===== config.mk =====
export PLATFORM = sky130hd
export DESIGN_NAME = rvApbConfig
export DESIGN_NICKNAME = d
export VERILOG_FILES = /design/src/rvPkg.sv /design/src/rvApbConfig.sv
export VERILOG_INCLUDE_DIRS = /design/src
export SDC_FILE = /design/constraint.sdc
export NUM_CORES = 1
export LEC_CHECK = 0
export BUFFER_PORTS_ARGS = -buffer_cell sky130_fd_sc_hd__buf_4
export CAP_MARGIN = 20
export CORE_AREA = 2 2 75 77
export CTS_CLUSTER_SIZE = 30
export DETAILED_ROUTE_END_ITERATION = 10
export DIE_AREA = 0 0 77 79
export PLACE_DENSITY = 0.82
export SYNTH_ARGS = -nofsm -noshare
export SYNTH_HDL_FRONTEND = slang
export SYNTH_SLANG_ARGS = --single-unit

===== constraint.sdc =====
create_clock -name clock -period 4.4 [get_ports clock]
set_input_delay 0.88 -clock clock [delete_from_list [all_inputs] [get_ports clock]]
set_output_delay 0.88 -clock clock [all_outputs]
set_load 0.05 [all_outputs]

===== src/rvCfg_cfg.svh =====
`ifndef RV_CFG_SVH
`define RV_CFG_SVH

// datapath and instruction widths
`define RV_XLEN 64
`define RV_ILEN 32

// storage sizes
`define RV_REG_COUNT 32
`define RV_IMEM_WORDS 256
`define RV_DMEM_WORDS 256

// host bus widths
`define RV_APB_AW 8
`define RV_APB_DW 32

// host register offsets
`define RV_REG_CTRL 8'h00
`define RV_REG_STATUS 8'h04
`define RV_REG_IMEM_ADDR 8'h08
`define RV_REG_IMEM_DATA 8'h0C
`define RV_REG_DBGSEL 8'h10
`define RV_REG_DBGLO 8'h14
`define RV_REG_DBGHI 8'h18

`endif


===== src/rvPkg.sv =====
`include "rvCfg_cfg.svh"

package rvPkg;

	// plain vectors with a meaning
	typedef logic [`RV_XLEN-1:0] xlenWord_t;
	typedef logic [`RV_ILEN-1:0] instrWord_t;
	typedef logic [$clog2(`RV_REG_COUNT)-1:0] regIdx_t;
	typedef logic [$clog2(`RV_IMEM_WORDS)-1:0] imemAddr_t;
	typedef logic [$clog2(`RV_DMEM_WORDS)-1:0] dmemAddr_t;
	typedef logic [`RV_APB_AW-1:0] apbAddr_t;
	typedef logic [`RV_APB_DW-1:0] apbData_t;

	// major opcodes of the kept subset
	typedef enum logic [6:0] {
		OPC_REG    = 7'b0110011,
		OPC_IMM    = 7'b0010011,
		OPC_LOAD   = 7'b0000011,
		OPC_STORE  = 7'b0100011,
		OPC_BRANCH = 7'b1100011,
		OPC_SYSTEM = 7'b1110011
	} opcode_t;

	typedef enum logic [2:0] {ALU_ADD, ALU_SUB, ALU_AND, ALU_OR, ALU_SLT} aluOp_t;

	typedef enum logic [2:0] {
		ST_IDLE, ST_FETCH, ST_DECODE, ST_EXECUTE, ST_MEMORY, ST_WRITEBACK, ST_HALT
	} ctrlState_t;

	typedef enum logic {SRCA_PC, SRCA_REG} opSrcA_t;
	typedef enum logic [1:0] {SRCB_REG, SRCB_FOUR, SRCB_IMM} opSrcB_t;
	typedef enum logic {WB_ALU, WB_MEM} wbSel_t;

	// control word from the FSM to the datapath
	typedef struct packed {
		logic pcWrite;
		logic branchEq;
		logic branchNe;
		logic irLoad;
		logic operandLoad;
		logic regWrite;
		logic memWrite;
		logic mdrLoad;
		opSrcA_t srcA;
		opSrcB_t srcB;
		aluOp_t aluOp;
		wbSel_t wbSel;
	} ctrlBus_t;

	// host side of the APB port
	typedef struct packed {
		logic sel;
		logic enable;
		logic write;
		apbAddr_t addr;
		apbData_t wdata;
	} apbReq_t;

	typedef struct packed {
		apbData_t rdata;
		logic ready;
	} apbRsp_t;

endpackage


===== src/rvApbConfig.sv =====
`timescale 1ns/1ps
`include "rvCfg_cfg.svh"

module rvApbConfig (
	input logic clock,
	input logic reset,
	input rvPkg::apbReq_t apbReq,
	output rvPkg::apbRsp_t apbRsp,
	input logic busy,
	input logic halted,
	output logic start,
	output logic imemWrite,
	output rvPkg::imemAddr_t imemWriteAddr,
	output rvPkg::instrWord_t imemWriteData,
	output rvPkg::regIdx_t dbgIdx,
	input rvPkg::xlenWord_t dbgData
);
	import rvPkg::*;

	logic access;
	logic writeAccess;
	imemAddr_t loadPtr;
	regIdx_t dbgSel;

	// access phase of a transfer
	assign access = apbReq.sel && apbReq.enable;
	assign writeAccess = access && apbReq.write;

	// program store, blocked while the core runs
	assign imemWrite = writeAccess && apbReq.addr == `RV_REG_IMEM_DATA && !busy;
	assign imemWriteAddr = loadPtr;
	assign imemWriteData = apbReq.wdata;
	assign dbgIdx = dbgSel;

	always_ff @(posedge clock or posedge reset)
	begin
		if (reset)
		begin
			start <= 1'b0;
			loadPtr <= '0;
			dbgSel <= '0;
		end
		else
		begin
			// start is a single cycle pulse
			start <= writeAccess && apbReq.addr == `RV_REG_CTRL && apbReq.wdata[0] && !busy;
			if (writeAccess && apbReq.addr == `RV_REG_IMEM_ADDR)
				loadPtr <= apbReq.wdata[$bits(imemAddr_t)-1:0];
			else if (imemWrite)
				loadPtr <= loadPtr + 1'b1;
			if (writeAccess && apbReq.addr == `RV_REG_DBGSEL)
				dbgSel <= apbReq.wdata[$bits(regIdx_t)-1:0];
		end
	end

	// read mux, no wait states
	always_comb
	begin
		apbRsp.ready = 1'b1;
		case (apbReq.addr)
			`RV_REG_STATUS:
				apbRsp.rdata = {{($bits(apbData_t)-2){1'b0}}, halted, busy};
			`RV_REG_IMEM_ADDR:
				apbRsp.rdata = apbData_t'(loadPtr);
			`RV_REG_DBGSEL:
				apbRsp.rdata = apbData_t'(dbgSel);
			`RV_REG_DBGLO:
				apbRsp.rdata = dbgData[31:0];
			`RV_REG_DBGHI:
				apbRsp.rdata = dbgData[63:32];
			// ctrl reads back as zero
			default:
				apbRsp.rdata = '0;
		endcase
	end

endmodule


==> results.json <==
{
  "run_status": "completed",
  "avgViaCountPerCell": 4.977,
  "routed-via-count": 1762,
  "synth_simple_gate_area_share_pct": 21.01,
  "fill_cells": 544,
  "synth_edf_count": 0,
  "fin_area_um2": 2407,
  "yosysWarnings": 0,
  "cts_hold_buffers": 0,
  "insertion_delay_ns": 0.25,
  "synth_sequential_area_ratio_pct": 23.53,
  "timing.setup.critical_path_class": "input port to output pin",
  "place.detailed.hpwl_um": 4895,
  "die_wd_um": 77,
  "hold_path.class": "register to register",
  "routed_wire_length_per_instance_um": 16.52,
  "pin_count": 191,
  "max_slew.worst_pin.slew_ns": 0.5773,
  "grt_setup_unrepaired": "no",
  "cap_violations": 0,
  "timing.rr.end": "imemWriteAddr[6]$_DFFE_PP0P_",
  "critPathLaunchType": "input port",
  "critical_path.endpoint_type": "output pin",
  "syn2layout_area_growth_pct": 61.68,
  "path_common_cell": "sky130_fd_sc_hd__buf_4",
  "critPathRequiredTime_ns": 3.52,
  "synthCells": 177,
  "clock_tree.htree_level_count": 1,
  "initial_core_util_pct": 27.89,
  "ir_worst_vdd_v": 0.0001287,
  "min_path_cells": 1,
  "final.setup_skew_ns": 0.001294,
  "worstPathCellList": "buf_4, or4_4, nor3_2, nand2_1, o21ai_0, a221o_1, buf_4",
  "global_route_wire_length_before_repair_um": 8673,
  "path_clk_slew_ns": 0.05,
  "synth-adder-area-share_pct": 0.8403,
  "coreArea_um2": 5338,
  "power.density_cell_area_nw_per_um2": 151.5,
  "post-synth-top-count-cell": "sky130_fd_sc_hd__buf_4",
  "yosysUniqueCellTypes": 39,
  "maximum_number_of_pins_on_one_net_before_global_route_repair": 30,
  "number_of_antenna_violations_at_the_first_check_in_global_routing": 0,
  "post-route-min-period_ns": 3.539,
  "most_frequent_cells_after_synthesis": "sky130_fd_sc_hd__buf_4 (33), sky130_fd_sc_hd__a22o_1 (24), sky130_fd_sc_hd__nand2_1 (15)",
  "synth_ff_type": "sky130_fd_sc_hd__dfrtp_1",
  "design.final.nets": 396,
  "r2r_slack_ns": 2.96,
  "post-cts-setup-buffer-count": 0,
  "numCtsBuffers": 3,
  "worst_hold_path.endpoint": "dbgIdx[4]$_DFFE_PP0P_",
  "synth_async_sr_flop_share_pct": 100.0,
  "drc": 0,
  "placedInstanceArea_um2": 2366,
  "drtIter0Drc": 45,
  "clock_tree_buf_depth": 2,
  "muxShareOfSynthArea_pct": 4.454,
  "post_synth_xor_area_fraction_pct": 1.765,
  "detail-route-antenna-nets": 0,
  "global_route.overflow_total": 0,
  "yosys.area.top_type": "sky130_fd_sc_hd__dfrtp_1",
  "share_of_the_synthesized_area_in_compound_gates_ao_oa_aoi_oai_pct": 27.98,
  "netlist_top_cells_area": "sky130_fd_sc_hd__dfrtp_1 (24%), sky130_fd_sc_hd__buf_4 (17%), sky130_fd_sc_hd__a22o_1 (14%), sky130_fd_sc_hd__a22oi_1 (6.6%), sky130_fd_sc_hd__mux2_2 (3.8%)",
  "clock_tree_from_tritoncts": "yes",
  "family_of_cells_with_the_greatest_summed_delay_on_the_critical_path": "simple AND/OR/NAND/NOR gates",
  "synth_top_family_by_area": "compound AO/OA/AOI/OAI gates",
  "timing.setup.tns_ns": 0,
  "final-hold-violation-count": 0,
  "io_buffer_count": 141,
  "length_in_cells_of_the_worst_reg_to_reg_path": 5,
  "ctsRootBufferMaster": "sky130_fd_sc_hd__clkbuf_8",
  "mappedNetlistArea_um2": 1489,
  "cp.arrival_ns": 2.66,
  "timing.critical_path.fanout_max": 9,
  "critical-path-max-stage-delay_ns": 0.57,
  "setup_viol_count_final": 0,
  "die-height_um": 79,
  "min_period_over_period_pct": 80.42,
  "hold_start": "dbgIdx[4]$_DFFE_PP0P_",
  "grt_use_total_pct": 17.80,
  "r2r-start": "imemWriteAddr[0]$_DFFE_PP0P_",
  "mappedNetlistNets": 289,
  "cts.sinks": 14,
  "timing.max_slew.rel_slack_pct": 61.30,
  "fp.dieArea_um2": 6083,
  "cp_slowest_cell": "sky130_fd_sc_hd__or4_4",
  "timing.final.max_slew_violations": 0,
  "n_antenna_cell": 0,
  "globalplace.congestion": 0.7565,
  "cp.buffers_inverters": 2,
  "fraction_of_layout_cells_with_a_size_suffix_above_1_pct": 56.74,
  "yosys.area.top_type_share_pct": 23.53,
  "drt_wl_total_um": 5849,
  "finalCoreUtilization_pct": 45.10,
  "design_power_total_mw": 0.3647,
  "detailedRoute.firstPassIterationCount": 4,
  "synth_area_per_cell_um2": 8.412,
  "grt_pass1_vias": 1718,
  "maxClockFrequency_ghz": 0.2826,
  "post_cts.resized_instances": 0,
  "ys_ff_latch": 14,
  "leak_pwr_nw": 1.268,
  "num_rows": 27
}
-- cells by family (layout without fill, tap and decap cells) --
family	count (synthesis)	in the layout
flops	14	14
buf+inv	45	150
other cells	1	1
simple gates	53	53
fa+ha+maj	1	1
compound gates	54	54
mux	6	6
xor+xnor	3	3
-- placed cells by master (no fill, tap or decap), types with 2 or more instances in the layout --
cell type and instances:
sky130_fd_sc_hd__and3_1 5, sky130_fd_sc_hd__or4_4 2, sky130_fd_sc_hd__buf_4 142, sky130_fd_sc_hd__a22o_1 24
sky130_fd_sc_hd__a21oi_1 3, sky130_fd_sc_hd__nor2_1 7, sky130_fd_sc_hd__mux2_2 5, sky130_fd_sc_hd__a32oi_1 2
sky130_fd_sc_hd__nor3_1 4, sky130_fd_sc_hd__dfrtp_1 14, sky130_fd_sc_hd__nor2b_1 3, sky130_fd_sc_hd__nand3_1 5
sky130_fd_sc_hd__clkbuf_8 3, sky130_fd_sc_hd__nand2_1 15, sky130_fd_sc_hd__inv_1 4, sky130_fd_sc_hd__a22oi_1 13
sky130_fd_sc_hd__a221o_1 2, sky130_fd_sc_hd__o21ai_0 7, sky130_fd_sc_hd__xor2_1 3
-- final cells by class --
class	instances	area [um^2]	share of cell area, %
sequential	14	350.3	14.55
clock buffer	3	41.29	1.715
inverter	5	18.77	0.7796
timing repair buffer	142	1066	44.28
multi-input combinational	118	840.8	34.93
tap	72	90.09	3.742
-- worst max-delay path by stage --
stage,slack (ns),from,endpoint,cells past startpoint
after global routing,0.74,apbReq[37],apbRsp[1],7
after floorplan,0.97,apbReq[37],apbRsp[13],6
after detailed placement,0.88,apbReq[37],apbRsp[2],7
final,0.86,apbReq[37],apbRsp[2],7
after CTS,0.88,apbReq[37],apbRsp[2],7
after global placement,0.90,apbReq[37],apbRsp[2],7
-- per-layer routing --
metal / wire, um / GRT usage, % / share of wire, % / vias up
met3: 475 / 3.636 / 8.1 / 5
met5: 0 / 0 / 0 / -
met2: 2924 / 33.77 / 50 / 100
met4: 47 / 3.750 / 0.80 / 0
li1: - / - / - / 834
met1: 2401 / 20.68 / 41 / 823
-- flip-flops by register name, summed over array words and instances (netlist names) --
name,flops
start,1
imemWriteAddr,8
dbgIdx,5
-- power breakdown --
group	switching [mW]	leakage, nW	total [mW]	internal, mW
Clock	0.0448	0.0216	0.105	0.0607
Combinational	0.0590	1.06	0.124	0.0648
Sequential	0.00410	0.190	0.135	0.131
-- metrics by stage --
stage	setup WS (ns)	hold WS, ns	cells
floorplan	0.9701	0.7692	177
global placement	0.9023	0.5255	351
finish	0.8614	0.5370	354
global route	0.7425	0.5594	354
detailed placement	0.8793	0.5233	351
CTS	0.8759	0.5356	354
Power figures use the tool's default switching activity.
