===== config.mk =====
export PLATFORM = sky130hd
export DESIGN_NAME = rvControl
export DESIGN_NICKNAME = d
export VERILOG_FILES = /design/src/rvPkg.sv /design/src/rvControl.sv
export VERILOG_INCLUDE_DIRS = /design/src
export SDC_FILE = /design/constraint.sdc
export NUM_CORES = 1
export LEC_CHECK = 0
export CAP_MARGIN = 20
export CORE_AREA = 2 2 39 41
export DETAILED_ROUTE_END_ITERATION = 16
export DIE_AREA = 0 0 41 43
export DONT_BUFFER_PORTS = 1
export SYNTH_ARGS = -nofsm -noshare
export SYNTH_HDL_FRONTEND = slang
export SYNTH_SLANG_ARGS = --single-unit

===== constraint.sdc =====
create_clock -name clock -period 3.3 [get_ports clock]
set_clock_uncertainty 0.05 [all_clocks]
set_input_delay 0.66 -clock clock [delete_from_list [all_inputs] [get_ports clock]]
set_output_delay 0.66 -clock clock [all_outputs]
set_load 0.02 [all_outputs]

===== src/rvCfg_cfg.svh =====
`ifndef RV_CFG_SVH
`define RV_CFG_SVH

// datapath and instruction widths
`define RV_XLEN 64
`define RV_ILEN 32

// storage sizes
`define RV_REG_COUNT 32
`define RV_IMEM_WORDS 256
`define RV_DMEM_WORDS 256

// host bus widths
`define RV_APB_AW 8
`define RV_APB_DW 32

// host register offsets
`define RV_REG_CTRL 8'h00
`define RV_REG_STATUS 8'h04
`define RV_REG_IMEM_ADDR 8'h08
`define RV_REG_IMEM_DATA 8'h0C
`define RV_REG_DBGSEL 8'h10
`define RV_REG_DBGLO 8'h14
`define RV_REG_DBGHI 8'h18

`endif


===== src/rvPkg.sv =====
`include "rvCfg_cfg.svh"

package rvPkg;

	// plain vectors with a meaning
	typedef logic [`RV_XLEN-1:0] xlenWord_t;
	typedef logic [`RV_ILEN-1:0] instrWord_t;
	typedef logic [$clog2(`RV_REG_COUNT)-1:0] regIdx_t;
	typedef logic [$clog2(`RV_IMEM_WORDS)-1:0] imemAddr_t;
	typedef logic [$clog2(`RV_DMEM_WORDS)-1:0] dmemAddr_t;
	typedef logic [`RV_APB_AW-1:0] apbAddr_t;
	typedef logic [`RV_APB_DW-1:0] apbData_t;

	// major opcodes of the kept subset
	typedef enum logic [6:0] {
		OPC_REG    = 7'b0110011,
		OPC_IMM    = 7'b0010011,
		OPC_LOAD   = 7'b0000011,
		OPC_STORE  = 7'b0100011,
		OPC_BRANCH = 7'b1100011,
		OPC_SYSTEM = 7'b1110011
	} opcode_t;

	typedef enum logic [2:0] {ALU_ADD, ALU_SUB, ALU_AND, ALU_OR, ALU_SLT} aluOp_t;

	typedef enum logic [2:0] {
		ST_IDLE, ST_FETCH, ST_DECODE, ST_EXECUTE, ST_MEMORY, ST_WRITEBACK, ST_HALT
	} ctrlState_t;

	typedef enum logic {SRCA_PC, SRCA_REG} opSrcA_t;
	typedef enum logic [1:0] {SRCB_REG, SRCB_FOUR, SRCB_IMM} opSrcB_t;
	typedef enum logic {WB_ALU, WB_MEM} wbSel_t;

	// control word from the FSM to the datapath
	typedef struct packed {
		logic pcWrite;
		logic branchEq;
		logic branchNe;
		logic irLoad;
		logic operandLoad;
		logic regWrite;
		logic memWrite;
		logic mdrLoad;
		opSrcA_t srcA;
		opSrcB_t srcB;
		aluOp_t aluOp;
		wbSel_t wbSel;
	} ctrlBus_t;

	// host side of the APB port
	typedef struct packed {
		logic sel;
		logic enable;
		logic write;
		apbAddr_t addr;
		apbData_t wdata;
	} apbReq_t;

	typedef struct packed {
		apbData_t rdata;
		logic ready;
	} apbRsp_t;

endpackage


===== src/rvControl.sv =====
`timescale 1ns/1ps

module rvControl (
	input logic clock,
	input logic reset,
	input logic start,
	input rvPkg::instrWord_t instr,
	output rvPkg::ctrlBus_t ctrl,
	output logic busy,
	output logic halted
);
	import rvPkg::*;

	ctrlState_t state;
	ctrlState_t nextState;
	opcode_t opcode;
	logic [2:0] funct3;
	aluOp_t regAluOp;

	assign opcode = opcode_t'(instr[6:0]);
	assign funct3 = instr[14:12];

	// R-type operation from funct3 and funct7 bit 5
	always_comb
	begin
		case (funct3)
			3'b000:
				regAluOp = instr[30] ? ALU_SUB : ALU_ADD;
			3'b010:
				regAluOp = ALU_SLT;
			3'b110:
				regAluOp = ALU_OR;
			3'b111:
				regAluOp = ALU_AND;
			default:
				regAluOp = ALU_ADD;
		endcase
	end

	// next state
	always_comb
	begin
		nextState = state;
		case (state)
			ST_IDLE, ST_HALT:
				if (start)
					nextState = ST_FETCH;
			ST_FETCH:
				nextState = ST_DECODE;
			ST_DECODE:
				nextState = ST_EXECUTE;
			ST_EXECUTE:
			begin
				case (opcode)
					OPC_REG, OPC_IMM:
						nextState = ST_WRITEBACK;
					OPC_LOAD, OPC_STORE:
						nextState = ST_MEMORY;
					OPC_BRANCH:
						nextState = ST_FETCH;
					// ebreak and any unknown opcode stop the core
					OPC_SYSTEM:
						nextState = ST_HALT;
					default:
						nextState = ST_HALT;
				endcase
			end
			ST_MEMORY:
				nextState = (opcode == OPC_LOAD) ? ST_WRITEBACK : ST_FETCH;
			ST_WRITEBACK:
				nextState = ST_FETCH;
			default:
				nextState = ST_IDLE;
		endcase
	end

	always_ff @(posedge clock or posedge reset)
	begin
		if (reset)
			state <= ST_IDLE;
		else
			state <= nextState;
	end

	// control word per state
	always_comb
	begin
		ctrl = '0;
		ctrl.srcA = SRCA_REG;
		ctrl.srcB = SRCB_REG;
		ctrl.aluOp = ALU_ADD;
		ctrl.wbSel = WB_ALU;
		case (state)
			ST_FETCH:
			begin
				// ir gets the word, pc moves on by four
				ctrl.irLoad = 1'b1;
				ctrl.pcWrite = 1'b1;
				ctrl.srcA = SRCA_PC;
				ctrl.srcB = SRCB_FOUR;
			end
			ST_DECODE:
				ctrl.operandLoad = 1'b1;
			ST_EXECUTE:
			begin
				case (opcode)
					OPC_REG:
						ctrl.aluOp = regAluOp;
					OPC_IMM, OPC_LOAD, OPC_STORE:
						ctrl.srcB = SRCB_IMM;
					OPC_BRANCH:
					begin
						// target from pc of the branch, datapath tests the condition
						ctrl.srcA = SRCA_PC;
						ctrl.srcB = SRCB_IMM;
						ctrl.branchEq = (funct3 == 3'b000);
						ctrl.branchNe = (funct3 == 3'b001);
					end
					default:
						ctrl.aluOp = ALU_ADD;
				endcase
			end
			ST_MEMORY:
			begin
				ctrl.mdrLoad = (opcode == OPC_LOAD);
				ctrl.memWrite = (opcode == OPC_STORE);
			end
			ST_WRITEBACK:
			begin
				ctrl.regWrite = 1'b1;
				ctrl.wbSel = (opcode == OPC_LOAD) ? WB_MEM : WB_ALU;
			end
			default:
				ctrl.aluOp = ALU_ADD;
		endcase
	end

	// status levels for the host
	assign busy = !(state inside {ST_IDLE, ST_HALT});
	assign halted = (state == ST_HALT);

endmodule


==> results of run 1 <==
## power groups by stage
stage | Combinational (mW) | Clock (mW) | Sequential, mW
4_1_cts | 0.181 | 0.0657 | 0.0971
3_3_place_gp | 0.177 | 0 | 0.0965
3_5_place_dp | 0.180 | 0 | 0.0977
6_report | 0.181 | 0.0627 | 0.0974
2_1_floorplan | 0.204 | 0 | 0.0679
5_1_grt | 0.198 | 0.0734 | 0.102
## area by class of cell
class / instances / area [µm²] / area share, %
timing repair buffer: 1 / 7.51 / 1.63
tap: 16 / 20.0 / 4.34
inverter: 3 / 11.3 / 2.44
multi-input combinational: 50 / 322 / 69.6
sequential: 3 / 75.1 / 16.3
clock buffer: 4 / 26.3 / 5.69
## through the flow
step | utilization, % | cells | worst slack, ns
finish | 33.4 | 77 | 0.838
global route | 33.4 | 77 | 0.765
CTS | 33.4 | 77 | 0.830
detailed placement | 31.5 | 73 | 0.829
global placement | 31.5 | 73 | 0.840
floorplan | - | 59 | 0.729
## cell usage after synthesis (2+ instances only)
library cell  instances  area share (%)
nand2_1               8             7.0
nor3_1                7             8.1
nor2_1                6             5.2
dfrtp_1               3              17
inv_1                 3             2.6
a31oi_1               2             2.9
nand2b_1              2             2.9
nor2b_1               2             2.9
o21ai_0               2             2.3
## layout by cell type, fill, tap and decap left out, types with 2 or more instances in the layout
| cell type | instances |
|---|---|
| nor2_1 | 6 |
| dfrtp_1 | 3 |
| nor2b_1 | 2 |
| inv_1 | 3 |
| nand2_1 | 8 |
| clkbuf_4 | 3 |
| nor3_1 | 7 |
| nand2b_1 | 2 |
| a31oi_1 | 2 |
| o21ai_0 | 2 |
## cells by family (layout without fill, tap and decap cells)
group | Yosys count | in the layout | share of synthesized area, %
AND/OR/NAND/NOR | 40 | 40 | 58.0
AO/OA/AOI/OAI | 10 | 10 | 16.5
buffers and inverters | 6 | 8 | 8.12
flip-flops | 3 | 3 | 17.4
## worst max path at each step
stage / to / start
after floorplan: ctrl[3] / instr[2]
after global placement: ctrl[2] / instr[2]
after detailed placement: ctrl[2] / instr[2]
after CTS: ctrl[2] / instr[2]
after global routing: ctrl[2] / instr[2]
final: ctrl[2] / instr[2]
## per-layer routing
metal | GRT usage, % | share of wire [%] | up-vias
met5 | 0 | 0 | -
met1 | 15.7 | 44 | 174
met2 | 19.7 | 46 | 24
met3 | 3.14 | 9.2 | 0
li1 | - | - | 215
met4 | 6.00 | 0 | 0
==> impl_metrics.yaml, run 1 <==
critical_path:
  worst_ep_required_time_ns: 2.59
  crit_cells: 3
  family_with_the_most_delay_on_the_worst_path: "simple AND/OR/NAND/NOR gates"
  crit_type: "in2out"
  cell_with_the_biggest_individual_delay_on_the_critical_path: "nor3_1"
  critPathBufInv: 0
  critPathArrivalTime_ns: 1.75
  r2r.worst_path.cells: 3
  r2r-start: "state[1]"
  reg2reg_slack_ns: 2.06
  worst_path_largest_cell_delay_ns: 0.58
  cp_max_fo: 6
  regToRegEndpoint: "state[2]"
  path_cells: "and4bb_2, nand3_2, nor3_1"
  critPathLaunchType: "input port"
  worst_setup_ep_type: "primary output"
synth:
  synth.cell_area_um2: 432
  synth_flop_cell: "dfrtp_1"
  yosys_warnings: 0
  seq_area_frac_synth_pct: 17.4
  ys_seq_elements: 3
  synthArstFlopShare_pct: 100
  number_of_distinct_library_cells_after_synthesis: 33
  post_synth.cell_area_avg_um2: 7.32
  synth-edff-count: 0
  syn_nets: 94
  netlist_instances: 59
route:
  num_vias: 413
  drt.antenna.violating_nets: 0
  routedWlPerCell_um: 13.3
  routed_wirelength_um: 1020
  detailedRoute.firstPassIterationCount: 4
  initialDrtViolationCount: 14
  routed_via_density: 5.36
  drcViolationCount: 0
clock_network:
  clk_transition_reported_paths_ns: 0.04
  post_cts.resized_instances: 0
  clock_insertion_delay_worst_skew_ns: 0.23
  cts_hold_buf: 0
  cts-htree-levels: 1
  number_of_sinks_driven_by_the_clock_tree: 3
  tritoncts: "yes"
  cts_root_buf: "clkbuf_4"
  cts_made_buffers: 3
  cts_setup_buffers: 0
  clock_tree.buffer_depth: 2
layout:
  filler_cell_count: 155
  final_area_um2: 462
  antenna_cells: 0
  max_flop_register: "state"
  final_net_count: 97
  area_growth_syn_to_layout_pct: 6.96
  largest_register_ff_count: 3
  drive_gt1_share_pct: 19.7
  reg.largest.list: "state (3)"
floorplan:
  core_um2: 1380
  rows: 14
  chipHeight_um: 43
  ios: 52
  width_of_the_chip_um: 41
  design.die.area_um2: 1760
  initial_utilization_pct: 31.2
hold_path:
  worstHoldPathType: "in2async"
placed_design:
  port-buffer-count: 0
  post_dp_cell_area_um2: 435
  finalWeightedCongestion: 0.715
  dpl.hpwl_um: 844
grt:
  grt_antenna_before_repair: 0
  grt_start_max_net_pins: 12
  total_routing_resource_utilization_after_global_routing_pct: 12.7
  grt_first_pass_wirelength_um: 1540
  grt_pass1_vias: 361
  grt_remaining_overflow: 0
timing:
  fmax_ghz: 0.406
  fin_worst_hold_slack_ns: 0.136
  finalCriticalPeriod_ns: 2.46
  report.final.setup_viol: 0
  period_share_pct: 74.6
  rsz_0062_raised_after_global_routing: "false"
  report.final.slew_viol_count: 0
  transition_time_of_the_tightest_slew_check_pin_ns: 0.706
  timing.max_slew.rel_slack_pct: 52.8
  finalHoldViolCount: 0
  timing.setup.tns_ns: 0
run:
  max_cap_viol_count: 0
pwr:
  power_leakage_nw: 0.175
  power-per-cell-area_nw_per_um2: 738
  p_clk_share_pct: 18.4
  combPwrFrac_pct: 53.0
  power.total_mw: 0.341
  p_switching_mw: 0.178
  power_frac_seq_pct: 28.6
  cellInternalPower_mw: 0.163
  vdd_ir_drop_max_mv: 0.173
  switching_share_pct: 52.2
run_status:
  result_of_the_run: "completed"
Power figures use the tool's default switching activity.
==> run 2, diff against run 1 <==
--- a/config.mk
+++ b/config.mk
@@ -6,6 +6,7 @@
 export SDC_FILE = /design/constraint.sdc
 export NUM_CORES = 1
 export LEC_CHECK = 0
+export ABC_AREA = 1
 export CAP_MARGIN = 20
 export CORE_AREA = 2 2 39 41
 export DETAILED_ROUTE_END_ITERATION = 16
==> constraint.sdc (replaced) <==
create_clock -name clock -period 2.5 [get_ports clock]
set_clock_uncertainty 0.05 [all_clocks]
set_input_delay 0.5 -clock clock [delete_from_list [all_inputs] [get_ports clock]]
set_output_delay 0.5 -clock clock [all_outputs]
set_load 0.02 [all_outputs]
==> run 2 against run 1 <==
Effect of this change: clock power grew 36%; cell count grew 42%; non-clock buffer count grew 3; sequential power grew 7%.
==> impl_metrics.yaml, run 2 <==
clock_network:
  cts-htree-levels: 1
  tritoncts: "yes"
  cts_setup_buffers: 0
  post_cts.resized_instances: 0
  number_of_sinks_driven_by_the_clock_tree: 3
  clock_insertion_delay_worst_skew_ns: 0.23
  clock_tree.buffer_depth: 2
  cts_root_buf: "clkbuf_4"
  cts_made_buffers: 3
  clk_transition_reported_paths_ns: 0.04
layout:
  area_growth_syn_to_layout_pct: 16.2
  commonest_non_fill_non_tap_cell_in_the_layout: "inv_1"
  post_route_insts_no_fill: 109
  antenna_cells: 0
  reg.largest.list: "state (3)"
  postLayoutCoreUtil_pct: 37.0
  max_flop_register: "state"
  final_net_count: 129
  drive_gt1_share_pct: 11.8
  largest_register_ff_count: 3
  mostFrequentLayoutCells: "inv_1, nand2_1, nand3_1, nor2_1"
synth:
  synth_largest_type_area_fraction_pct: 18.8
  seq_area_frac_synth_pct: 17.0
  yosys_warnings: 0
  ys_seq_elements: 3
  synthArstFlopShare_pct: 100
  netlist_instances: 86
  post_synth.cell_area_avg_um2: 5.12
  syn_nets: 121
  synth_flop_cell: "dfrtp_1"
  synth.cell_area_um2: 440
  synth.top_cells.by_count: "inv_1, nand2_1, nand3_1, nor2_1"
  number_of_distinct_library_cells_after_synthesis: 16
  synth_most_common_cell: "inv_1"
  synth_top_cell_by_area: "inv_1"
  synth.area.top_cells: "inv_1, dfrtp_1, nand3_1"
  synth-edff-count: 0
critical_path:
  reg2reg_slack_ns: 1.31
  crit_type: "reg2out"
  cell_with_the_biggest_individual_delay_on_the_critical_path: "dfrtp_1"
  regToRegEndpoint: "state[0]"
  r2r-start: "state[0]"
  r2r.worst_path.cells: 6
  worst_path_largest_cell_delay_ns: 0.43
  worst_ep_required_time_ns: 1.95
  cp_max_fo: 6
  critPathLaunchType: "register"
  path_cells: "nand2_2, nor2_4, nand3_1, nor2_2, inv_2, nor2_1"
  critPathArrivalTime_ns: 1.46
  worst_setup_ep_type: "primary output"
floorplan:
  initial_utilization_pct: 31.8
  design.die.area_um2: 1760
  chipHeight_um: 43
  ios: 52
  rows: 14
  core_um2: 1380
  width_of_the_chip_um: 41
route:
  drt.antenna.violating_nets: 0
  drcViolationCount: 0
  routed_via_density: 4.77
  routedWlPerCell_um: 9.48
  detailedRoute.firstPassIterationCount: 4
  routed_wirelength_um: 1030
  num_vias: 520
  initialDrtViolationCount: 9
timing:
  transition_time_of_the_tightest_slew_check_pin_ns: 0.467
  timing.setup.tns_ns: 0
  report.final.setup_viol: 0
  finalHoldViolCount: 0
  finalCriticalPeriod_ns: 2.01
  fin_worst_hold_slack_ns: 0.452
  period_share_pct: 80.5
  report.final.slew_viol_count: 0
  timing.max_slew.rel_slack_pct: 69.0
  fmax_ghz: 0.497
  rsz_0062_raised_after_global_routing: "false"
placed_design:
  placedCellCount: 104
  port-buffer-count: 0
  dpl.hpwl_um: 904
  finalWeightedCongestion: 0.713
hold_path:
  timing.hold.worst_endpoint: "state[1]"
  min_path_cells: 3
  min_from: "start"
  worstHoldPathType: "in2reg"
run:
  max_cap_viol_count: 0
pwr:
  power.total_mw: 0.466
  vdd_ir_drop_max_mv: 0.209
  power_leakage_nw: 0.308
  power-per-cell-area_nw_per_um2: 911
grt:
  grt_first_pass_wirelength_um: 1660
  grt_pass1_vias: 474
  total_routing_resource_utilization_after_global_routing_pct: 13.0
  grt_start_max_net_pins: 7
  grt_antenna_before_repair: 0
  grt_remaining_overflow: 0
run_status:
  result_of_the_run: "completed"
## run 2: timing repair
item	in CTS	in global routing
endpoints found under the hold margin	3	0
endpoints found under the setup margin	0	0
hold buffers	1	0
## run 2: cells by family (layout without fill, tap and decap cells)
logic type / Yosys count / after routing / share of synthesized area [%]
AND/OR/NAND/NOR: 55 / 55 / 57.1
buffers and inverters: 24 / 31 / 21.3
AO/OA/AOI/OAI: 4 / 4 / 4.55
flip-flops: 3 / 3 / 17.0
## run 2: through the flow
stage	instance area (µm²)	setup WS (ns)
after global routing	512	0.389
after CTS	512	0.484
after detailed placement	475	0.568
after global placement	475	0.564
after floorplan	440	0.571
final	512	0.487
## run 2: final cells by class
class,count,area (µm²)
Timing Repair Buffer,4,32.5
Tap cell,16,20.0
Sequential cell,3,75.1
Inverter,23,86.3
Multi-Input combinational cell,59,272
Clock buffer,4,26.3
Fill cell,164,872
## run 2: where the power goes
part	leakage [nW]	internal (mW)	switching (mW)
combinational	0.256	0.0693	0.208
clock	0.0150	0.0598	0.0252
sequential	0.0369	0.0723	0.0317
total	0.308	0.201	0.265
## run 2: how the worst max path moves through the flow
stage                     slack (ns)  startpoint  depth (start not counted)       end
final                           0.49    state[1]                          6   ctrl[3]
after global routing            0.39    state[1]                          6   ctrl[2]
after CTS                       0.48    state[1]                          6   ctrl[2]
after detailed placement        0.57    instr[1]                          6   ctrl[5]
after global placement          0.56    instr[3]                          5   ctrl[5]
after floorplan                 0.57    instr[3]                          4  ctrl[12]
## run 2: routing by layer
metal  track usage (%)  wire length [µm]  vias up
met5                 0                 0        -
met4              6.67                17        0
met3             0.524                77        2
met2              21.3               487       23
met1              16.1               450      218
li1                  -                 -      277
## run 2: critical path: cells and delay by family (launching register included)
kind,cells,cell delay (ns)
buf+inv,1,0.05
flops,1,0.43
simple gates,5,0.75
==> run 3, diff against run 2 <==
--- a/config.mk
+++ b/config.mk
@@ -6,7 +6,7 @@
 export SDC_FILE = /design/constraint.sdc
 export NUM_CORES = 1
 export LEC_CHECK = 0
-export ABC_AREA = 1
+export ABC_AREA = 0
 export CAP_MARGIN = 20
 export CORE_AREA = 2 2 39 41
 export DETAILED_ROUTE_END_ITERATION = 16
==> constraint.sdc (replaced) <==
create_clock -name clock -period 2.1 [get_ports clock]
set_clock_uncertainty 0.05 [all_clocks]
set_input_delay 0.42 -clock clock [delete_from_list [all_inputs] [get_ports clock]]
set_output_delay 0.42 -clock clock [all_outputs]
set_load 0.02 [all_outputs]
==> run 3 against run 2 <==
Effect of this change: sequential cell count did not move; die area did not move; sequential share of layout area fell by 1.5 points; critical path depth fell by 3; combinational power rose by 40%; cell count fell by 17%; critical path type unchanged; critical endpoint is now ctrl[8]; largest power group unchanged.
==> impl_metrics.yaml, run 3 (synthesis results as in run 1) <==
timing:
  finalCriticalPeriod_ns: 2.05
  transition_time_of_the_tightest_slew_check_pin_ns: 0.393
  fmax_ghz: 0.488
  report.final.slew_viol_count: 0
  report.final.setup_viol: 0
  period_share_pct: 97.5
  fin_worst_hold_slack_ns: 0.285
  timing.max_slew.rel_slack_pct: 73.6
  finalHoldViolCount: 0
clock_network:
  cts_setup_buffers: 0
  cts_made_buffers: 3
  cts_root_buf: "clkbuf_4"
  clock_insertion_delay_worst_skew_ns: 0.24
  tritoncts: "yes"
  number_of_sinks_driven_by_the_clock_tree: 3
  cts-htree-levels: 1
  clock_tree.buffer_depth: 2
  clk_transition_reported_paths_ns: 0.04
critical_path:
  r2r-start: "state[1]"
  critPathArrivalTime_ns: 1.58
  worst_ep_required_time_ns: 1.63
  cp_max_fo: 4
  regToRegEndpoint: "state[0]"
  reg2reg_slack_ns: 0.94
  crit_type: "reg2out"
  critPathLaunchType: "register"
  worst_setup_ep_type: "primary output"
  r2r.worst_path.cells: 4
layout:
  drive_gt1_share_pct: 33.8
  commonest_non_fill_non_tap_cell_in_the_layout: "buf_4"
  largest_register_ff_count: 3
  reg.largest.list: "state (3)"
  mostFrequentLayoutCells: "buf_4, nand2_1, nor3_1, nor2_1"
  area_growth_syn_to_layout_pct: 31.6
  max_flop_register: "state"
  final_net_count: 110
  antenna_cells: 0
  final_area_um2: 568
run:
  max_cap_viol_count: 0
pwr:
  power-per-cell-area_nw_per_um2: 1070
  power_leakage_nw: 0.243
  vdd_ir_drop_max_mv: 0.278
floorplan:
  initial_utilization_pct: 31.2
  design.die.area_um2: 1760
  core_um2: 1380
  ios: 52
  width_of_the_chip_um: 41
  chipHeight_um: 43
  rows: 14
placed_design:
  port-buffer-count: 0
  finalWeightedCongestion: 0.693
  dpl.hpwl_um: 873
  post_dp_cell_area_um2: 526
grt:
  total_routing_resource_utilization_after_global_routing_pct: 13.9
  grt_antenna_before_repair: 0
  grt_remaining_overflow: 0
  grt_pass1_vias: 433
  grt_start_max_net_pins: 10
  grt_first_pass_wirelength_um: 1660
hold_path:
  worstHoldPathType: "in2reg"
  timing.hold.worst_endpoint: "state[0]"
  min_from: "start"
  min_path_cells: 2
route:
  routedWlPerCell_um: 12.2
  detailedRoute.firstPassIterationCount: 4
  drt.antenna.violating_nets: 0
  routed_via_density: 5.13
  num_vias: 462
  drcViolationCount: 0
  routed_wirelength_um: 1100
  initialDrtViolationCount: 6
run_status:
  result_of_the_run: "completed"
-- run 3: worst max-delay path, stage by stage (launching register included) --
cell      delay (ns)
dfrtp_1         0.37
nand2b_4        0.16
or4b_4          0.48
nor3_2          0.32
-- run 3: final cells by class --
| class | instances | area [µm²] |
|---|---|---|
| Timing Repair Buffer | 14 | 108 |
| Clock buffer | 4 | 26.3 |
| Multi-Input combinational cell | 50 | 328 |
| Fill cell | 157 | 816 |
| Tap cell | 16 | 20.0 |
| Inverter | 3 | 11.3 |
| Sequential cell | 3 | 75.1 |
-- run 3: worst max-delay path by stage --
| stage | end | from | slack [ns] | depth (start not counted) |
|---|---|---|---|---|
| 4_1_cts | ctrl[8] | state[0] | 0.04 | 3 |
| 6_report | ctrl[8] | state[0] | 0.05 | 3 |
| 3_3_place_gp | ctrl[3] | instr[2] | 0.24 | 4 |
| 5_1_grt | ctrl[3] | state[2] | -0.003 | 4 |
| 2_1_floorplan | ctrl[3] | instr[2] | 0.009 | 3 |
| 3_5_place_dp | ctrl[3] | instr[2] | 0.21 | 4 |
-- run 3: report_power, final --
part / switching (mW) / internal (mW)
combinational: 0.230 / 0.156
clock: 0.0333 / 0.0714
sequential: 0.0299 / 0.0857
-- run 3: timing repair --
item                                   4_1_cts  5_1_grt
setup endpoints to repair                    0        1
hold buffers                                 1        0
endpoints found under the hold margin        3        0
gates resized for setup                      0        1
-- run 3: routing by layer --
metal / routed length, µm / GRT usage, %
met1: 443 / 16.2
met2: 533 / 20.3
met3: 103 / 4.19
met4: 21 / 10.0
met5: 0 / 0
-- run 3: metrics by stage --
stage	setup TNS (ns)	utilization, %	power, mW	worst slack, ns	cells
final	0	41.0	0.607	0.0522	90
after floorplan	0	-	0.427	0.00883	59
after global placement	0	38.0	0.502	0.244	85
after CTS	0	40.6	0.616	0.0355	90
after global routing	-0.00275	41.0	0.660	-0.00275	90
after detailed placement	0	38.0	0.502	0.207	85
